<file path="src/hw/cache_pkg.sv">
package cache_pkg;

    // address geometry
    localparam int TAG_WIDTH = 20;
    localparam int LINE_WIDTH = 6;
    localparam int INDEX_WIDTH = 32 - TAG_WIDTH - LINE_WIDTH;
    localparam int NUM_LINES = 64;
    localparam int OFFSET_WIDTH = 4;
    localparam int WORDS_PER_LINE = 16;

    // fixed AXI burst shape for refill and write-back
    localparam logic [3:0] BURST_LEN = 4'd15;
    localparam logic [2:0] AXI_SIZE_WORD = 3'd2;
    localparam logic [1:0] AXI_BURST_WRAP = 2'd2;

    typedef struct packed {
        logic [TAG_WIDTH-1:0] tag;
        logic [INDEX_WIDTH-1:0] index;
        logic [OFFSET_WIDTH-1:0] offset;
        logic [1:0] byte_sel;
    } addr_fields_t;

    typedef struct packed {
        logic wr;
        logic [1:0] size;
        logic [31:0] addr;
        logic [31:0] wdata;
    } cpu_req_t;

    typedef struct packed {
        logic en;
        logic [INDEX_WIDTH-1:0] index;
        logic [OFFSET_WIDTH-1:0] offset;
        logic [TAG_WIDTH-1:0] tag;
        logic [31:0] data;
        logic [3:0] strb;
        logic dirty;
        logic valid;
    } store_wr_t;

    typedef struct packed {
        logic [TAG_WIDTH-1:0] tag;
        logic valid;
        logic dirty;
        logic [31:0] data;
    } store_rd_t;

    // shared by AR and AW
    typedef struct packed {
        logic [31:0] addr;
        logic [3:0] len;
        logic [2:0] size;
        logic [1:0] burst;
        logic valid;
    } axi_addr_t;

    typedef struct packed {
        logic [31:0] data;
        logic [3:0] strb;
        logic last;
        logic valid;
    } axi_w_t;

    typedef struct packed {
        logic [31:0] data;
        logic last;
        logic valid;
    } axi_r_t;

endpackage

</file>
<file path="src/hw/cache_burst_engine.sv">
module cache_burst_engine (
    input logic clk,
    input logic rst,
    input logic refill_start,
    input logic [31:0] refill_addr,
    input logic wb_start,
    input logic [31:0] wb_addr,
    input logic [31:0] wb_data,
    output logic [cache_pkg::OFFSET_WIDTH-1:0] wb_offset,
    output logic wb_busy,
    output cache_pkg::axi_r_t refill_beat,
    output logic refill_done,
    output logic wb_done,
    output cache_pkg::axi_addr_t ar,
    input logic arready,
    output cache_pkg::axi_addr_t aw,
    input logic awready,
    input cache_pkg::axi_r_t r,
    output logic rready,
    output cache_pkg::axi_w_t w,
    input logic wready,
    input logic bvalid,
    output logic bready
);

    import cache_pkg::*;

    typedef enum logic [2:0] {
        E_IDLE,
        E_AR,
        E_R,
        E_AW,
        E_W,
        E_B
    } eng_state_t;

    eng_state_t state;
    logic [31:0] addr_q;
    logic [OFFSET_WIDTH-1:0] beat_cnt;
    logic [OFFSET_WIDTH-1:0] beat_offset;
    logic w_fire;
    addr_fields_t wb_f;

    assign wb_f = addr_fields_t'(wb_addr);

    always_ff @(posedge clk) begin
        if (rst) begin
            state <= E_IDLE;
            beat_cnt <= '0;
            beat_offset <= '0;
        end else begin
            case (state)
                E_IDLE: begin
                    if (refill_start) begin
                        state <= E_AR;
                    end else if (wb_start) begin
                        state <= E_AW;
                        beat_offset <= wb_f.offset;
                    end
                end
                E_AR: begin
                    if (arready) begin
                        state <= E_R;
                        beat_cnt <= '0;
                    end
                end
                E_R: begin
                    if (r.valid) begin
                        beat_cnt <= beat_cnt + 1'b1;
                        if (r.last) begin
                            state <= E_IDLE;
                        end
                    end
                end
                E_AW: begin
                    if (awready) begin
                        state <= E_W;
                        beat_cnt <= '0;
                    end
                end
                E_W: begin
                    if (wready) begin
                        beat_cnt <= beat_cnt + 1'b1;
                        beat_offset <= beat_offset + 1'b1;
                        if (beat_cnt == BURST_LEN) begin
                            state <= E_B;
                        end
                    end
                end
                E_B: begin
                    if (bvalid) begin
                        state <= E_IDLE;
                    end
                end
                default: state <= E_IDLE;
            endcase
        end
    end

    // burst address, latched at the start pulse
    always_ff @(posedge clk) begin
        if (state == E_IDLE && refill_start) begin
            addr_q <= refill_addr;
        end else if (state == E_IDLE && wb_start) begin
            addr_q <= wb_addr;
        end
    end

    assign ar = '{addr: addr_q, len: BURST_LEN, size: AXI_SIZE_WORD,
                  burst: AXI_BURST_WRAP, valid: state == E_AR};
    assign aw = '{addr: addr_q, len: BURST_LEN, size: AXI_SIZE_WORD,
                  burst: AXI_BURST_WRAP, valid: state == E_AW};

    assign rready = (state == E_R);
    assign refill_beat = '{data: r.data, last: r.last, valid: r.valid && rready};
    assign refill_done = refill_beat.valid && r.last;

    // store read runs one word ahead so wb_data is ready on the next beat
    assign w_fire = (state == E_W) && wready;
    assign wb_offset = w_fire ? beat_offset + 1'b1 : beat_offset;
    assign wb_busy = (state == E_AW) || (state == E_W);

    assign w = '{data: wb_data, strb: 4'b1111, last: beat_cnt == BURST_LEN,
                 valid: state == E_W};

    assign bready = (state == E_B);
    assign wb_done = bvalid && bready;

    assert property (@(posedge clk) disable iff (rst)
        (refill_start || wb_start) |-> (state == E_IDLE && !(refill_start && wb_start)));

    // slave must close the refill on exactly the 16th beat
    assert property (@(posedge clk) disable iff (rst)
        refill_beat.valid |-> (r.last == (beat_cnt == BURST_LEN)));

endmodule

</file>
<file path="config.mk">
export PLATFORM = sky130hd
export DESIGN_NAME = cache_burst_engine
export DESIGN_NICKNAME = d
export VERILOG_FILES = /design/src/hw/cache_pkg.sv /design/src/hw/cache_burst_engine.sv
export SDC_FILE = /design/constraint.sdc
export NUM_CORES = 1
export LEC_CHECK = 0
export ABC_AREA = 1
export BUFFER_PORTS_ARGS = -buffer_cell sky130_fd_sc_hd__buf_2
export CAP_MARGIN = 20
export CORE_AREA = 2 2 119 121
export DETAILED_ROUTE_END_ITERATION = 8
export DIE_AREA = 0 0 121 123
export GPL_TIMING_DRIVEN = 0
export PLACE_DENSITY = 0.66
export SKIP_CTS_REPAIR_TIMING = 1
export SYNTH_ARGS = -nofsm -noshare
export SYNTH_HDL_FRONTEND = slang
export SYNTH_SLANG_ARGS = --single-unit
</file>
<file path="constraint.sdc">
create_clock -name clk -period 3 [get_ports clk]
set_clock_uncertainty 0.1 [all_clocks]
set_input_delay 0.3 -clock clk [delete_from_list [all_inputs] [get_ports clk]]
set_output_delay 0.3 -clock clk [all_outputs]
set_load 0.05 [all_outputs]
</file>
==> flow_summary.ini <==
[detailed_routing]
met1_length_mm = 2.822
viasPerCell = 3.745
dr.pass1.iters = 4
antenna_left = 0
top_layer_used = met4
wl_mm = 8.332
vias = 2835
dr_wl_met3_um = 930
post_drt_wl_per_cell_um = 11.01
drc = 0
drt_iter0_drc = 143
route.met2.wl_mm = 4.510

[critical_path]
reg2reg_from = state[0]
rrSetupSlack_ns = 1.13
crit_required_ns = 2.60
crit_end = wb_offset[2]
end_kind = primary output
cp.arrival_ns = 1.90
timing.rr.end = addr_q[26]
cp-start-kind = flip-flop
worstSetupPathType = reg -> out
cp_max_fo = 8
reg2reg_depth = 4
crit_start = state[0]

[layout]
layout_common_cells = buf_2, buf_4, nand2_1
final_util = 0.3401
antennaDiodeCount = 0
syn_to_final_growth_pct = 49.92
multi_input_area_sq_um = 987.2
nFillCells = 1411
final_common_cell = buf_2
layout.nets = 717
drive_gt1_frac = 0.6274
seq_area_sq_mm = 0.001181

[clocking]
cts_buffers = 5
clockRootBuffer = clkbuf_16
path_clk_slew_ns = 0.06
cts_max_level = 2
clock_latency_ns = 0.28
clk_path_buf_depth = 2
cts_tree = done
numClockSinks = 43

[synth]
synth_area_leaders = edfxtp_1, buf_4, mux2_1, dfxtp_1, nand2_1
synth-adder-area-share = 0.008104
synthesis.instances = 333
netlist.area_leader.share = 0.3112
async_flop_share = 0
synth-seq-area-share = 0.3825
yosys_warnings = 0
post_synth.cell_area_avg_sq_um = 9.273
synth_ff_type = edfxtp_1
synth_seq_cells = 43
synth-edff-count = 32
synth_top_family_by_area = buffers and inverters
synth-compound-area-share = 0.03323
synth_xor_area_frac = 0.008509
synthSimpleGateAreaFrac = 0.1264
yosys.area.top_type = edfxtp_1
synthMuxAreaShare = 0.1130
synth_cell_types = 25
synth_area_sq_mm = 0.003088

[pwr]
p_int_w = 0.002109
ir_worst_vdd_mv = 0.3169
power_density_mw_per_mm2 = 1035
switchingPower_w = 0.002684
seqPwrFrac = 0.229
p_leak_nw = 2.482
pwr-share-comb = 0.666
clkPwrFrac = 0.105
p_sw_frac = 0.5601

[floorplan]
dieArea_sq_mm = 0.01488
start_util = 0.2269
rows = 43
dieWidth_um = 121
ios = 303
die_h_um = 123
fp.coreArea_sq_mm = 0.01361

[global_route]
track_usage = 0.1009
grt_pass1_vias = 2394
overflow = 0
antenna_found_initial = 0
grt_max_degree = 21
grt_pass1_wl_mm = 11.57

[sta]
fmax_mhz = 434.5
hold_ws_ns = 0.1676
tns_ns = 0
finalHoldViolCount = 0
setup_viol = 0
slew_violations = 0
fin_crit_sh = 0.7672
slew_headroom = 0.5563
worst_slew_pin_slew_ns = 0.6634
rsz0062_at_grt = false
fin_crit_ns = 2.302

[flow_run]
maxCapViolCount = 0

[run_status]
status = finished clean

[placement]
portBuffers = 216
place_hpwl_mm = 7.333
place_congestion = 0.8581

[hold_path]
hold_path.class = in -> reg
worst min path at each step:
stage / start / to / slack (ns) / depth (start not counted)
floorplan: rst / beat_cnt[0] / 0.27 / 1
global placement: beat_offset[3] / beat_offset[3] / 0.37 / 2
detailed placement: beat_offset[3] / beat_offset[3] / 0.38 / 2
CTS: rst / beat_offset[3] / 0.17 / 2
global route: rst / beat_cnt[0] / 0.17 / 2
finish: rst / beat_cnt[0] / 0.17 / 2
critical path, cell delays in order, from the launching register on:
cell and delay (ns):
dfxtp_1 0.38, nor2_2 0.23, nand2_2 0.16, nor2_2 0.26, mux2_2 0.37, buf_2 0.22
synthesized netlist by cell type (all sizes together), types with 2 or more instances:
| master | number |
|---|---|
| a21oi | 11 |
| o21ai | 8 |
| xor2 | 2 |
| nand2 | 38 |
| ha | 2 |
| conb | 2 |
| dfxtp | 11 |
| mux2 | 31 |
| buf | 124 |
| nor2 | 26 |
| nor3 | 3 |
| nand4 | 2 |
| edfxtp | 32 |
| nand3 | 18 |
| inv | 21 |
flip-flops by register name (all words and copies together), names as in the netlist:
signal       count
beat_offset      4
beat_cnt         4
addr_q          32
state            3
cell type report:
class,count,area share
sequential,43,0.2551
inverter,21,0.01703
buffer,124,0.2003
tap,180,0.04865
clock inverter,2,0.001892
timing repair buffer,217,0.2368
multi-input combinational,165,0.2132
clock buffer,5,0.02703
metrics by stage:
step           area, sq um  std cells  worst slack, ns  total power [W]
6_report              4629        757           0.6983         0.004793
5_1_grt               4629        757           0.5766         0.005054
4_1_cts               4629        757           0.6752         0.004854
3_5_place_dp          4496        750           0.9892         0.004331
3_3_place_gp          4474        749         0.004690         0.004299
2_1_floorplan         3168        353           0.6670         0.003671
cells by family after synthesis:
logic type / count (synthesis)
mux: 31
simple gates: 87
xor+xnor: 3
fa+ha+maj: 2
compound gates: 20
flops: 43
buf+inv: 145
other cells: 2
power groups by stage:
| stage | combinational [W] | sequential, W | clock, W |
|---|---|---|---|
| 6_report | 0.00319 | 0.00110 | 0.000502 |
| 5_1_grt | 0.00338 | 0.00112 | 0.000554 |
| 4_1_cts | 0.00322 | 0.00110 | 0.000531 |
| 3_5_place_dp | 0.00322 | 0.00111 | 0 |
| 3_3_place_gp | 0.00318 | 0.00112 | 0 |
| 2_1_floorplan | 0.00195 | 0.00172 | 0 |
metal layers:
metal  vias up  track usage
met5         -            0
met4         0      0.02471
met3         5      0.02629
met2       194       0.2001
met1      1207       0.1045
li1       1429            -
(Power assumes the default switching activity.)
