===== src/hw/cache_pkg.sv =====
package cache_pkg;

    // address geometry
    localparam int TAG_WIDTH = 20;
    localparam int LINE_WIDTH = 6;
    localparam int INDEX_WIDTH = 32 - TAG_WIDTH - LINE_WIDTH;
    localparam int NUM_LINES = 64;
    localparam int OFFSET_WIDTH = 4;
    localparam int WORDS_PER_LINE = 16;

    // fixed AXI burst shape for refill and write-back
    localparam logic [3:0] BURST_LEN = 4'd15;
    localparam logic [2:0] AXI_SIZE_WORD = 3'd2;
    localparam logic [1:0] AXI_BURST_WRAP = 2'd2;

    typedef struct packed {
        logic [TAG_WIDTH-1:0] tag;
        logic [INDEX_WIDTH-1:0] index;
        logic [OFFSET_WIDTH-1:0] offset;
        logic [1:0] byte_sel;
    } addr_fields_t;

    typedef struct packed {
        logic wr;
        logic [1:0] size;
        logic [31:0] addr;
        logic [31:0] wdata;
    } cpu_req_t;

    typedef struct packed {
        logic en;
        logic [INDEX_WIDTH-1:0] index;
        logic [OFFSET_WIDTH-1:0] offset;
        logic [TAG_WIDTH-1:0] tag;
        logic [31:0] data;
        logic [3:0] strb;
        logic dirty;
        logic valid;
    } store_wr_t;

    typedef struct packed {
        logic [TAG_WIDTH-1:0] tag;
        logic valid;
        logic dirty;
        logic [31:0] data;
    } store_rd_t;

    // shared by AR and AW
    typedef struct packed {
        logic [31:0] addr;
        logic [3:0] len;
        logic [2:0] size;
        logic [1:0] burst;
        logic valid;
    } axi_addr_t;

    typedef struct packed {
        logic [31:0] data;
        logic [3:0] strb;
        logic last;
        logic valid;
    } axi_w_t;

    typedef struct packed {
        logic [31:0] data;
        logic last;
        logic valid;
    } axi_r_t;

endpackage


===== src/hw/cache_ctrl.sv =====
module cache_ctrl (
    input logic clk,
    input logic rst,
    input logic cpu_req,
    input cache_pkg::cpu_req_t cpu_in,
    output logic cpu_addr_ok,
    output logic cpu_data_ok,
    output logic [31:0] cpu_rdata,
    output logic [cache_pkg::INDEX_WIDTH-1:0] rd_index,
    output logic [cache_pkg::OFFSET_WIDTH-1:0] rd_offset,
    input cache_pkg::store_rd_t rd,
    output cache_pkg::store_wr_t store_wr,
    output logic refill_start,
    output logic [31:0] refill_addr,
    output logic wb_start,
    output logic [31:0] wb_addr,
    input cache_pkg::axi_r_t refill_beat,
    input logic refill_done,
    input logic wb_done
);

    import cache_pkg::*;

    typedef enum logic [2:0] {
        S_IDLE,
        S_LOOKUP,
        S_WRITE_HIT,
        S_WB_WAIT,
        S_REFILL_WAIT
    } ctrl_state_t;

    ctrl_state_t state;
    cpu_req_t req;
    addr_fields_t req_f;
    addr_fields_t cur_f;
    logic [OFFSET_WIDTH-1:0] fill_offset;
    logic hit;

    // size 2 is three bytes and size 3 a full word
    function automatic logic [3:0] byte_strb(input logic [1:0] size, input logic [1:0] bsel);
        case (size)
            2'd0: byte_strb = 4'b0001 << bsel;
            2'd1: byte_strb = 4'b0011 << bsel;
            2'd2: byte_strb = 4'b0111 << bsel;
            default: byte_strb = 4'b1111;
        endcase
    endfunction

    assign req_f = addr_fields_t'(req.addr);

    // read the store with the incoming address while idle
    assign cur_f = (state == S_IDLE) ? addr_fields_t'(cpu_in.addr) : req_f;
    assign rd_index = cur_f.index;
    assign rd_offset = cur_f.offset;

    assign hit = rd.valid && (rd.tag == req_f.tag);

    assign cpu_addr_ok = cpu_req && (state == S_IDLE);
    assign cpu_data_ok = (state == S_LOOKUP) && hit;
    assign cpu_rdata = rd.data;

    assign refill_addr = {req.addr[31:2], 2'b00};

    always_ff @(posedge clk) begin
        if (state == S_IDLE && cpu_req) begin
            req <= cpu_in;
        end
    end

    // victim line address at the requested word
    always_ff @(posedge clk) begin
        if (state == S_LOOKUP) begin
            wb_addr <= {rd.tag, req_f.index, req_f.offset, 2'b00};
        end
    end

    always_ff @(posedge clk) begin
        if (rst) begin
            state <= S_IDLE;
            refill_start <= 1'b0;
            wb_start <= 1'b0;
            store_wr.en <= 1'b0;
            fill_offset <= '0;
        end else begin
            refill_start <= 1'b0;
            wb_start <= 1'b0;
            store_wr.en <= 1'b0;
            case (state)
                S_IDLE: begin
                    if (cpu_req) begin
                        state <= S_LOOKUP;
                    end
                end
                S_LOOKUP: begin
                    fill_offset <= req_f.offset;
                    if (hit) begin
                        if (req.wr) begin
                            store_wr <= '{en: 1'b1, index: req_f.index,
                                          offset: req_f.offset, tag: req_f.tag,
                                          data: req.wdata,
                                          strb: byte_strb(req.size, req_f.byte_sel),
                                          dirty: 1'b1, valid: 1'b1};
                            state <= S_WRITE_HIT;
                        end else begin
                            state <= S_IDLE;
                        end
                    end else if (rd.valid && rd.dirty) begin
                        wb_start <= 1'b1;
                        state <= S_WB_WAIT;
                    end else begin
                        refill_start <= 1'b1;
                        state <= S_REFILL_WAIT;
                    end
                end
                S_WRITE_HIT: begin
                    state <= S_IDLE;
                end
                S_WB_WAIT: begin
                    if (wb_done) begin
                        refill_start <= 1'b1;
                        state <= S_REFILL_WAIT;
                    end
                end
                S_REFILL_WAIT: begin
                    if (refill_beat.valid) begin
                        // refilled words arrive wrapped from the requested one
                        store_wr <= '{en: 1'b1, index: req_f.index, offset: fill_offset,
                                      tag: req_f.tag, data: refill_beat.data,
                                      strb: 4'b1111, dirty: 1'b0, valid: 1'b1};
                        fill_offset <= fill_offset + 1'b1;
                    end
                    if (refill_done) begin
                        state <= S_LOOKUP;
                    end
                end
                default: state <= S_IDLE;
            endcase
        end
    end

    // the repeated lookup after a refill always hits
    assert property (@(posedge clk) disable iff (rst)
        refill_done |=> cpu_data_ok);

    // the engine only closes a refill that this controller started
    assert property (@(posedge clk) disable iff (rst)
        refill_done |-> (state == S_REFILL_WAIT));

endmodule


===== config.mk =====
export PLATFORM = sky130hd
export DESIGN_NAME = cache_ctrl
export DESIGN_NICKNAME = d
export VERILOG_FILES = /design/src/hw/cache_pkg.sv /design/src/hw/cache_ctrl.sv
export SDC_FILE = /design/constraint.sdc
export NUM_CORES = 1
export LEC_CHECK = 0
export BUFFER_PORTS_ARGS = -buffer_cell sky130_fd_sc_hd__buf_2
export CAP_MARGIN = 0
export CORE_AREA = 2 2 173 175
export CTS_BUF_LIST = sky130_fd_sc_hd__clkbuf_2 sky130_fd_sc_hd__clkbuf_4 sky130_fd_sc_hd__clkbuf_8
export DETAILED_ROUTE_END_ITERATION = 10
export DIE_AREA = 0 0 175 177
export GPL_TIMING_DRIVEN = 0
export HOLD_SLACK_MARGIN = 0.03
export PLACE_DENSITY = 0.52
export SYNTH_ARGS = -nofsm -noshare
export SYNTH_HDL_FRONTEND = slang
export SYNTH_SLANG_ARGS = --single-unit

===== constraint.sdc =====
create_clock -name clk -period 7.9 [get_ports clk]
set_clock_uncertainty 0.2 [all_clocks]
set_input_delay 0.79 -clock clk [delete_from_list [all_inputs] [get_ports clk]]
set_output_delay 0.79 -clock clk [all_outputs]
set_load 0.02 [all_outputs]

==> summary by stage, run 1 <==
Flow run
The count of max-cap constraint violations is 0.

Timing
Timing would allow up to 233.2 MHz. The headroom to the max-slew limit is 0.3116. The final hold violation count came to 0. The hold slack is 306.1 ps. Setup repair after global routing left no endpoint under its margin. The measured slew at the worst slew-check pin is 1033 ps.

Dividing the final minimum period by the clock period gives 0.5428. Setup violations remaining at the end of the flow were counted as 0. In the final timing run, aggregate negative setup slack is 0 ps. The worst path needs 4288 ps of the cycle, external delays included. The max-slew violation total from the final report is 0.

Placed design
After legalization and detailed placement, the total HPWL measured 14800 microns. Port buffering added 301 buffers. The number of placed instances, taps included, is 1150.

At the end of routability-driven placement, the weighted congestion stood at 0.7233.

Cells and area
The net count of the finished layout is 942. Measured on the finished design, the core utilization comes to 0.3304. The count of filler cells inserted in the layout is 2964. The area occupied by multi-input gates is 0.001370 sq mm. From synthesis to final layout, the design area changed by 34.53%.

Summing all flip-flop and latch instances after layout gives 0.005155 sq mm. The fraction of layout cells with a size suffix above 1 is 0.5442. The final instance count without filler cells is 1184.

Setup path
STA classifies the critical path startpoint as a flip-flop. The required time of the critical path is 6910 ps. The worst path buffer plus inverter count is 4. The maximum single-stage delay on the critical path is 810 ps. At the worst endpoint, the arrival time is 3300 ps. The cell with the most instances on the worst path is sky130_fd_sc_hd__clkbuf_1.

The critical path class is flip-flop to output port. Traced cell by cell, the critical path runs through clkbuf_1, nor3_1, clkbuf_1, and2_4, buf_12, buf_2. The worst setup path is captured at an output port. The standard cell with the maximum stage delay on the critical path is sky130_fd_sc_hd__clkbuf_1. Of all nets on the critical path, the largest fanout is 38. The family with the most delay on the worst path is buffers and inverters.

Synthesis
Sorting the synthesized cells by how often they occur yields sky130_fd_sc_hd__edfxtp_1 (165), sky130_fd_sc_hd__buf_4 (66), sky130_fd_sc_hd__a22o_1 (36), sky130_fd_sc_hd__a21boi_1 (20), sky130_fd_sc_hd__nand2_1 (14). Averaged over all synthesized cells, the footprint is 15.89 sq um. Of the post-synthesis cell area, the dominant cell type holds 0.6899.

Of all cell types, the one taking the most synthesized area is sky130_fd_sc_hd__edfxtp_1. The dominant register cell in the synthesized netlist is sky130_fd_sc_hd__edfxtp_1. The synthesized design contains 165 enable-type register cells. Yosys attributes the largest share of cell area to sky130_fd_sc_hd__edfxtp_1 (69%), sky130_fd_sc_hd__buf_4 (6.9%), sky130_fd_sc_hd__a22o_1 (4.4%). For this run, asynchronously set or reset flops after synthesis account for 0.

The share of the Yosys chip area taken by registers is 0.7178. The mapped netlist covers 0.007182 sq mm. The cell with the most instances after synthesis is sky130_fd_sc_hd__edfxtp_1.

The Yosys step of the flow raised 0 warnings. The number of instances in the synthesized netlist is 452. The number of different library cells in the post-synthesis netlist is 53. In this run, synthesis produced a sequential element count of 175.

Power
The completed layout was analyzed and its total power is 2.205 mW. The leakage power is 4.053 nW. Power spread over the standard cell area amounts to 228.2 mW/mm^2. The peak supply drop is 0.00009371 V.

Clocking
The post-cts hold buffer count is 0. The TritonCTS buffer count is 17. Gates resized during post-CTS repair numbered 0.

TritonCTS built the clock tree. The H-tree was split into 4 levels. In this run the clock root is driven by a sky130_fd_sc_hd__clkbuf_8. The deepest clock path buffer count is 2.

Clock-pin slew was measured on the worst setup and hold paths at 90 ps. The clock latency on the worst-skew pair is 440 ps. The number of clock sinks is 175. Post-CTS timing repair inserted 0 buffers for setup.

Run status
The run finished with clean final reports.

Floorplanning
The vertical extent of the die is 177 microns. In this run the count of I/O pins placed on the die edge is 339. The area inside the core boundary is 0.02924 sq mm. The die area is 0.03098 sq mm. The initialized floorplan defines 63 standard-cell rows. The initial cell density of the core is 0.2456. The die boundary width is 175 microns.

Drt
Once detail routing completed, the nets flagged for antenna violations numbered 0. After the first detailed-routing iteration, the DRC count stood at 286. In the final routed layout, each cell accounts on average for 16.54 microns.

In the routed design, unresolved DRC markers number 0. The first detailed-routing pass ran for 4 iterations. The routed layout has 4810 vias.

The wire length reported by the detailed router is 19580 microns. The detailed-route vias per instance is 4.063.

GRT
The initial antenna violation count was 3. The via count of the first global-routing pass is 4732. The global-route wire length before repair is 28530 microns. Entering global routing, the biggest net connects 39 pins.

In the global route stage, overall resource usage came out at 0.1248. The total congestion overflow after global routing is 0.

Hold path
The type of the most critical hold path is flip-flop to flip-flop.
[layout make-up]
type / count / share of cell area
Antenna cell: 2 / 0.0005180
Buffer: 85 / 0.06540
Clock buffer: 19 / 0.02577
Clock inverter: 13 / 0.01347
Inverter: 9 / 0.004792
Multi-Input combinational cell: 186 / 0.1418
Sequential cell: 175 / 0.5335
Tap cell: 390 / 0.05051
Timing Repair Buffer: 305 / 0.1642
[sequential cells by signal, summed over array words and instances (netlist names)]
register,flops
state,3
req_f,32
wb_addr,30
store_wr,69
req,35
refill_start,1
wb_start,1
fill_offset,4
[routing by layer]
layer | track usage | vias to the layer above | share of wire
li1 | - | 2296 | -
met1 | 0.1482 | 2286 | 0.42
met2 | 0.2159 | 213 | 0.49
met3 | 0.04381 | 13 | 0.076
met4 | 0.03125 | 2 | 0.011
met5 | 0 | - | 0.00071
[power by group]
group	switching [mW]	leakage, nW	total, mW	internal [mW]
sequential	0.0428	1.69	1.16	1.12
clock	0.363	0.181	0.627	0.263
combinational	0.252	2.18	0.420	0.168
[worst register-to-register path, stage by stage (launching register included)]
cell and delay, ps:
sky130_fd_sc_hd__edfxtp_1 460, sky130_fd_sc_hd__xnor2_1 200, sky130_fd_sc_hd__nand4_1 270, sky130_fd_sc_hd__or4_1 620, sky130_fd_sc_hd__or3_1 380, sky130_fd_sc_hd__buf_6 170
sky130_fd_sc_hd__buf_6 160, sky130_fd_sc_hd__a21oi_4 680, sky130_fd_sc_hd__buf_12 290
[cell usage in the layout, fill, tap and decap left out, types with 3 or more instances in the layout]
cell type	n
sky130_fd_sc_hd__buf_6	4
sky130_fd_sc_hd__nor2b_1	4
sky130_fd_sc_hd__xnor2_1	13
sky130_fd_sc_hd__clkinvlp_4	4
sky130_fd_sc_hd__o21ai_1	4
sky130_fd_sc_hd__nand2_1	14
sky130_fd_sc_hd__a21boi_1	20
sky130_fd_sc_hd__buf_12	4
sky130_fd_sc_hd__nand3_1	4
sky130_fd_sc_hd__buf_2	302
sky130_fd_sc_hd__buf_8	3
sky130_fd_sc_hd__a21oi_1	4
sky130_fd_sc_hd__clkbuf_1	11
sky130_fd_sc_hd__nand2b_1	6
sky130_fd_sc_hd__mux2_2	10
sky130_fd_sc_hd__nor3_1	6
sky130_fd_sc_hd__a21boi_2	3
sky130_fd_sc_hd__conb_1	4
sky130_fd_sc_hd__edfxtp_1	165
sky130_fd_sc_hd__inv_1	7
sky130_fd_sc_hd__a22o_1	36
sky130_fd_sc_hd__a21boi_0	3
sky130_fd_sc_hd__ha_1	3
sky130_fd_sc_hd__buf_4	66
sky130_fd_sc_hd__nor2_1	12
sky130_fd_sc_hd__dfxtp_1	10
sky130_fd_sc_hd__clkbuf_8	17
sky130_fd_sc_hd__clkinv_4	3
sky130_fd_sc_hd__o21ai_0	5
[path summary, 6_finish.rpt]
check / start / to / slack [ps] / depth (start not counted)
worst max-delay path: state[1] / cpu_addr_ok / 3610 / 6
worst min-delay path: req_f[7] / wb_addr[7] / 310 / 0
worst max register to register: req_f[23] / store_wr[36] / 4170 / 8
worst min register to register: req_f[7] / wb_addr[7] / 310 / 0
[cell families after synthesis]
family	count (synthesis)	share of synthesized area
buf+inv	94	0.09443
fa+ha+maj	3	0.005227
compound gates	95	0.1044
other cells	1	0.0005221
flops	175	0.7178
xor+xnor	14	0.01707
mux	11	0.01707
simple gates	59	0.04355
[metrics by stage]
stage | instance area (sq um) | setup WS (ps)
after detailed placement | 9278 | 3636
after global placement | 9188 | 993.1
after floorplan | 7193 | 2959
after global routing | 9659 | 3314
final | 9662 | 3612
after CTS | 9657 | 3434
Note: power is estimated with default switching activity, not from simulation.
==> inputs of run 2 (changes only) <==
Clock period 7.9 ns to 4.1 ns, I/O delays scaled along.
==> run 2 against run 1 <==
Compared with the run above:
- worst hold slack got worse by 230 ps
- final area rose by 12%
- non-clock buffer count rose by 115
- sequential cell count did not move
- total power rose by 95%
- die area did not move
==> summary by stage, run 2 (synthesized netlist as in run 1, its figures left out) <==
Power
The portion of total power attributed to sequential cells is 0.519. The design draws 4.297 mW. Summed over all nets, the switching power comes to 1.306 mW. The leakage power is 4.527 nW. The total power divided by cell area is 397.9 mW/mm^2. The internal power contribution is 2.992 mW.

The worst-case IR drop observed on VDD is 0.0001901 V. The clock network fraction of total power is 0.271. The share of total power consumed by net switching is 0.3039. The fraction of power consumed by combinational cells is 0.210.

Timing
Setup repair after global routing left no endpoint under its margin. The top achievable clock speed is 262.4 MHz. The headroom to the max-slew limit is 0.2083. The measured slew at the worst slew-check pin is 1181 ps. The minimum clock period is 3812 ps.

The portion of the clock cycle consumed by the worst path in the final layout is 0.9297. The max-slew violation total from the final report was 0. Setup violations remaining at the end of the flow were counted as 0. The final total negative setup slack is 0 ps. The final hold violation count is 0. The final worst setup slack is 288.3 ps.

Setup path
Walking the worst path, the cells encountered are dlygate4sd3_1, buf_2, nor2b_1, a2111o_1, or4_4, or3_1, buf_6, buf_6, a21oi_4, buf_12. At the worst endpoint, the arrival time is 3760 ps. Data on the critical path is required at its endpoint by 4050 ps. On the worst path, the slowest cell contributes a delay of 640 ps. The number of cells traversed by the worst register-to-register path is 9.

The family with the most delay on the worst path is buffers and inverters. The endpoint identified for the worst register-to-register timing path is store_wr[30]. STA classifies the critical path endpoint as a flip-flop. The critical path contains buffers and inverters numbering 5 combined. The cell with the most instances on the worst path is sky130_fd_sc_hd__buf_6. The launch instance of the worst register-to-register path is state[0].

The critical path in this run is classified as input pin to flip-flop. The nature of the critical path startpoint is an input pin. The slack of the worst reg-to-reg path is 380 ps. The slowest stage of the critical path belongs to the cell sky130_fd_sc_hd__a21oi_4. Of all nets on the critical path, the largest fanout is 29.

Clocking
The clock-pin slew on the worst setup and hold paths is 110 ps. Gates resized during post-CTS repair numbered 0. CTS built an H-tree with a depth of 4.

The longest clock path from root to sink contains 2 buffers. TritonCTS built the clock tree. The TritonCTS buffer count is 17. Post-CTS timing repair inserted 0 buffers for setup. The tree built by TritonCTS fans out to 175 sinks.

The root buffer selected by CTS is sky130_fd_sc_hd__clkbuf_8. The later pin in the worst-skew pair is clocked with a latency of 450 ps.

Drt
The number of DRC violations after detailed routing is 0. The count of nets left with antenna violations after detail routing is 0. The wire length reported by the detailed router is 20800 microns.

The length of the first detailed-routing pass in iterations is 4. The average wire per standard cell is 16.01 microns. The initial DRC count is 171. The final route contains 5180 vias.

The detailed-route vias per instance is 3.988.

Floorplanning
The die boundary width is 175 microns. Pin placement for this block handled 339 I/O pins. The core region is 0.02924 sq mm. From bottom edge to top edge, the die measures 177 microns. The initial cell density of the core is 0.2456.

The row count is 63. The die covers 0.03098 sq mm.

Cells and area
The share of the core filled with cells is 0.3693. At the end of the flow, the number of nets in the layout was 1058. Relative to the synthesized area, the layout overhead comes to 50.37%.

The register with the most flip-flops in the layout has 69 of them. After routing the design area is 0.01080 sq mm. The fraction of layout cells with a size suffix above 1 is 0.4747. The top cell types in the final layout, fill and taps aside, are sky130_fd_sc_hd__buf_2 (302), sky130_fd_sc_hd__edfxtp_1 (165), sky130_fd_sc_hd__dlygate4sd3_1 (116). The register with the highest flop count is store_wr. The most common cell after layout, fill and taps aside is sky130_fd_sc_hd__buf_2.

Placed design
The worst slack after detailed placement is 37.05 ps. The cell area after placement is 0.009269 sq mm. The detailed placement HPWL is 14520 microns. Routability-driven placement finished with a final weighted congestion of 0.7369. Input and output buffers added on the ports amount to 301.

GRT
For this run, the total global-route usage over all layers was measured as 0.1307. The initial antenna violation count is 2. The largest net degree at the start of global routing is 60. The first global-routing pass estimated 30320 microns of wire.

The via count of the first global-routing pass was 5402. The total congestion overflow after global routing is 0.

Hold path
The capture endpoint of the worst hold path is store_wr[19]. The count of cells along the worst hold path is 2. In this run the worst hold path is classified as input pin to flip-flop.

The worst hold path begins at refill_beat[15].

Run status
The flow ran to the end, and the final reports show no timing, DRC or antenna violations.

Flow run
Across the run, the number of max-cap violations was 0.
==> run 2: cell count changes in the layout (fill, tap and decap cells not counted), sizes merged <==
cell / previous run / this run
clkinv: 4 / 2
diode: 2 / 1
clkbuf: 30 / 29
inv: 13 / 17
buf: 379 / 378
clkinvlp: 4 / 5
dlygate4sd3: 0 / 116
bufinv: 1 / 0
==> run 2: repair_timing <==
action	CTS	global route
hold buffers	114	2
endpoints found under the hold margin	113	2
endpoints found under the setup margin	0	51
==> run 2: worst max-delay path by stage <==
stage / start / end / slack (ps) / depth (start not counted)
floorplan: state[0] / store_wr[0] / 220 / 8
global placement: state[1] / cpu_addr_ok / -1370 / 5
detailed placement: state[0] / store_wr[65] / 40 / 9
CTS: state[0] / store_wr[65] / 40 / 9
global route: state[1] / cpu_addr_ok / 160 / 6
finish: rd[34] / store_wr[30] / 290 / 10
==> run 2: cell type report <==
type,instances,area [sq um]
tap,390,488.0
clock buffer,18,241.5
timing repair buffer,420,2735
sequential,175,5155
buffer,85,631.9
clock inverter,14,120.1
timing repair inverter,1,5.005
antenna,1,2.502
multi-input combinational,186,1370
inverter,9,50.05
fill,2868,18450
==> run 2: per-layer routing <==
| layer | track usage | up-vias | share of wire |
|---|---|---|---|
| li1 | - | 2534 | - |
| met2 | 0.2324 | 225 | 0.50 |
| met1 | 0.1535 | 2406 | 0.42 |
| met4 | 0.02986 | 2 | 0.0087 |
| met5 | 0 | - | 0.00053 |
| met3 | 0.04210 | 13 | 0.074 |
==> run 2: power groups by stage <==
stage	logic (mW)	clock network (mW)	registers, mW
6_report	0.904	1.16	2.23
4_1_cts	0.912	1.22	2.23
3_3_place_gp	0.802	0	2.28
5_1_grt	0.979	1.28	2.25
3_5_place_dp	0.824	0	2.27
2_1_floorplan	0.441	0	2.32
==> run 2: stage by stage <==
stage                     hold WS, ps  std cells
after floorplan                 263.0        455
after global placement          291.1       1146
after detailed placement        296.0       1149
after CTS                       32.56       1295
after global routing            30.29       1298
final                           72.03       1299
==> inputs of run 3 (changes only) <==
Settings changed: BUFFER_PORTS_ARGS -buffer_cell sky130_fd_sc_hd__buf_2 to not set, DONT_BUFFER_PORTS set to 1, PLACE_DENSITY 0.52 to 0.42, SETUP_SLACK_MARGIN set to 0.15.
==> run 3 against run 2 <==
Compared with the run above:
- global-route usage decreased by 0.56 points
- clock power increased by 18%
- non-clock buffer count down 292
- clock-buffer cell count up 5
- maximum frequency increased by 6.4%
- worst setup slack improved by 230 ps
- worst hold slack better by 2.9 ps
- cell count fell by 22%
- critical path type is now flip-flop to flip-flop
==> summary by stage, run 3 (synthesized netlist as in run 1, its figures left out) <==
Run status
The run finished with clean final reports.

Power
VDD sags by at most 0.0001723 V. The total power divided by cell area is 459.7 mW/mm^2. The leakage power is 3.371 nW.

Floorplanning
For this configuration, the core starts out at a cell density of 0.2456. The die is 175 microns wide. The vertical extent of the die is 177 microns. The region available for standard cell placement spans 0.02924 sq mm. The floorplan step defined a die boundary enclosing 0.03098 sq mm. The row count is 63.

The count of boundary I/O pins is 339.

Drt
The detailed-route vias per instance is 4.229. The wire length reported by the detailed router is 19740 microns. The detailed router placed 4259 vias in this run.

The initial DRC count is 131. The number of DRC violations after detailed routing is 0. The count of nets left with antenna violations after detail routing is 0. Dividing the detail-routed wire length by the instance count gives 19.60 microns. The length of the first detailed-routing pass in iterations is 4.

Cells and area
The count of filler cells inserted in the layout is 2872. The net count of the finished layout is 767. 0 antenna diodes ended up in the layout. The register with the most flip-flops in the layout has 69 of them. The most common cell after layout, fill and taps aside is sky130_fd_sc_hd__edfxtp_1. The final instance count without filler cells is 1007.

More flip-flops sit in one register than any other, and that register is store_wr. The share of the core filled with cells is 0.3242. The library cells used most frequently in the layout, excluding fill and tap cells, are sky130_fd_sc_hd__edfxtp_1 (165), sky130_fd_sc_hd__dlygate4sd3_1 (125), sky130_fd_sc_hd__buf_4 (66). The growth of design area from synthesis to finish is 32.02%.

In the final layout, the share of cells above drive strength 1 is 0.2139.

Clocking
The root buffer selected by CTS is sky130_fd_sc_hd__clkbuf_8. CTS built an H-tree with a depth of 4. TritonCTS created 17 clock buffers.

The clock tree from TritonCTS is done. In this run the post-CTS setup repair buffer count came out at 0. Clock tree synthesis found a total of 175 sinks. The clock latency on the worst-skew pair is 460 ps.

The deepest clock path buffer count is 2. Clock-pin slew was measured on the worst setup and hold paths at 90 ps. The total of cells resized after clock tree synthesis is 0.

Setup path
STA puts the critical path data required time at 4050 ps. The slack of the worst reg-to-reg path is 520 ps. The arrival time of the worst setup path is 3530 ps. The worst setup path is launched from a flip-flop. The kind of end point of the critical path is a flip-flop. Along the worst path, the maximum fanout reaches 26.

The critical path class is flip-flop to flip-flop.

Placed design
After detailed placement, the design holds a cell count of 848. The congestion estimate from routability-driven global placement came to 0.7232. Before CTS, the worst setup slack after placement is 46.73 ps. The count of input and output buffers is 0.

The detailed placement HPWL is 13450 microns.

Timing
Setup repair after global routing left no endpoint under its margin. The final number of setup-violating endpoints is 0. The max-slew violation total from the final report came to 0. The headroom to the max-slew limit is 0.3484. At the pin with the least slew margin, the transition time is 972.0 ps. The final worst setup slack is 517.6 ps.

The final total negative setup slack is 0 ps. The top achievable clock speed is 279.1 MHz. The final hold violation count is 0. The smallest clock period supported by the final layout is computed as 3582 ps. The portion of the clock cycle consumed by the worst path in the final layout is 0.8738.

GRT
The global-route wire length before repair is 28250 microns. Entering global routing, the biggest net connects 52 pins. The total congestion overflow after global routing is 0.

For this run, the total global-route usage over all layers was measured as 0.1250. The initial antenna violation count came to 0. The via count of the first global-routing pass is 4594.

Hold path
The tightest min-delay check is of the input pin to flip-flop type.

Flow run
The count of max-cap constraint violations is 0.
==> run 3: cell types whose count changed in the layout (fill, tap and decap cells not counted), sizes merged <==
cell / delta
a21oi: +1
bufinv: +4
inv: -8
dlygate4sd3: +9
diode: -1
clkbuf: +5
clkinv: -1
buf: -301
==> run 3: path summary, 6_finish.rpt <==
check	end	cells after the start	startpoint
hold reg to reg	wb_addr[6]	0	req_f[6]
hold / removal	state[2]	3	rd[32]
setup / recovery	store_wr[35]	9	state[0]
setup reg to reg	store_wr[35]	9	state[0]
==> run 3: stage by stage <==
| stage | hold WS, ps | cell area (sq um) | total power, mW |
|---|---|---|---|
| final | 74.90 | 9482 | 4.359 |
| after global routing | 107.7 | 9482 | 4.572 |
| after CTS | 40.23 | 9473 | 4.446 |
| after detailed placement | 303.8 | 7762 | 2.937 |
| after global placement | 290.5 | 7692 | 2.927 |
| after floorplan | 263.0 | 7204 | 2.761 |
==> run 3: cell type report <==
cell class / count / area (sq um) / area share
flip-flops and latches: 175 / 5155 / 0.5437
multi-input cells: 187 / 1379 / 0.1454
repair buffers: 128 / 1319 / 0.1391
plain buffers: 85 / 631.9 / 0.06664
well taps: 390 / 488.0 / 0.05146
clock buffers: 23 / 297.8 / 0.03141
clock inverters: 9 / 156.4 / 0.01650
inverters: 9 / 50.05 / 0.005278
repair inverters: 1 / 5.005 / 0.0005278
==> run 3: routing by layer <==
layer  vias up  global-route usage  routed length (microns)  part of all wire
li1       1942                   -                        -                 -
met1      2094              0.1455                     7919              0.40
met2       211              0.2153                    10110              0.51
met3        12             0.04102                     1434             0.073
met4         0             0.04583                      274             0.014
met5         -                   0                        0                 0
==> run 3: repair_timing <==
action	CTS	global route
hold buffers	125	0
pin swaps	1	1
hold endpoints to repair	124	0
endpoints found under the setup margin	50	50
gates cloned	1	1
==> run 3: report_power, final <==
group,internal [mW],total (mW),switching [mW]
clock,0.735,1.37,0.634
combinational,0.279,0.677,0.397
sequential,2.16,2.31,0.158
total,3.17,4.36,1.19
==> run 3: critical path: stages, from the launching register on <==
cell and delay (ps):
sky130_fd_sc_hd__dfxtp_1 310, sky130_fd_sc_hd__buf_2 190, sky130_fd_sc_hd__or3b_2 590, sky130_fd_sc_hd__clkinvlp_4 410
sky130_fd_sc_hd__nand2_1 90, sky130_fd_sc_hd__or3_1 390, sky130_fd_sc_hd__buf_6 170, sky130_fd_sc_hd__buf_6 170
sky130_fd_sc_hd__a21oi_4 470, sky130_fd_sc_hd__buf_12 260
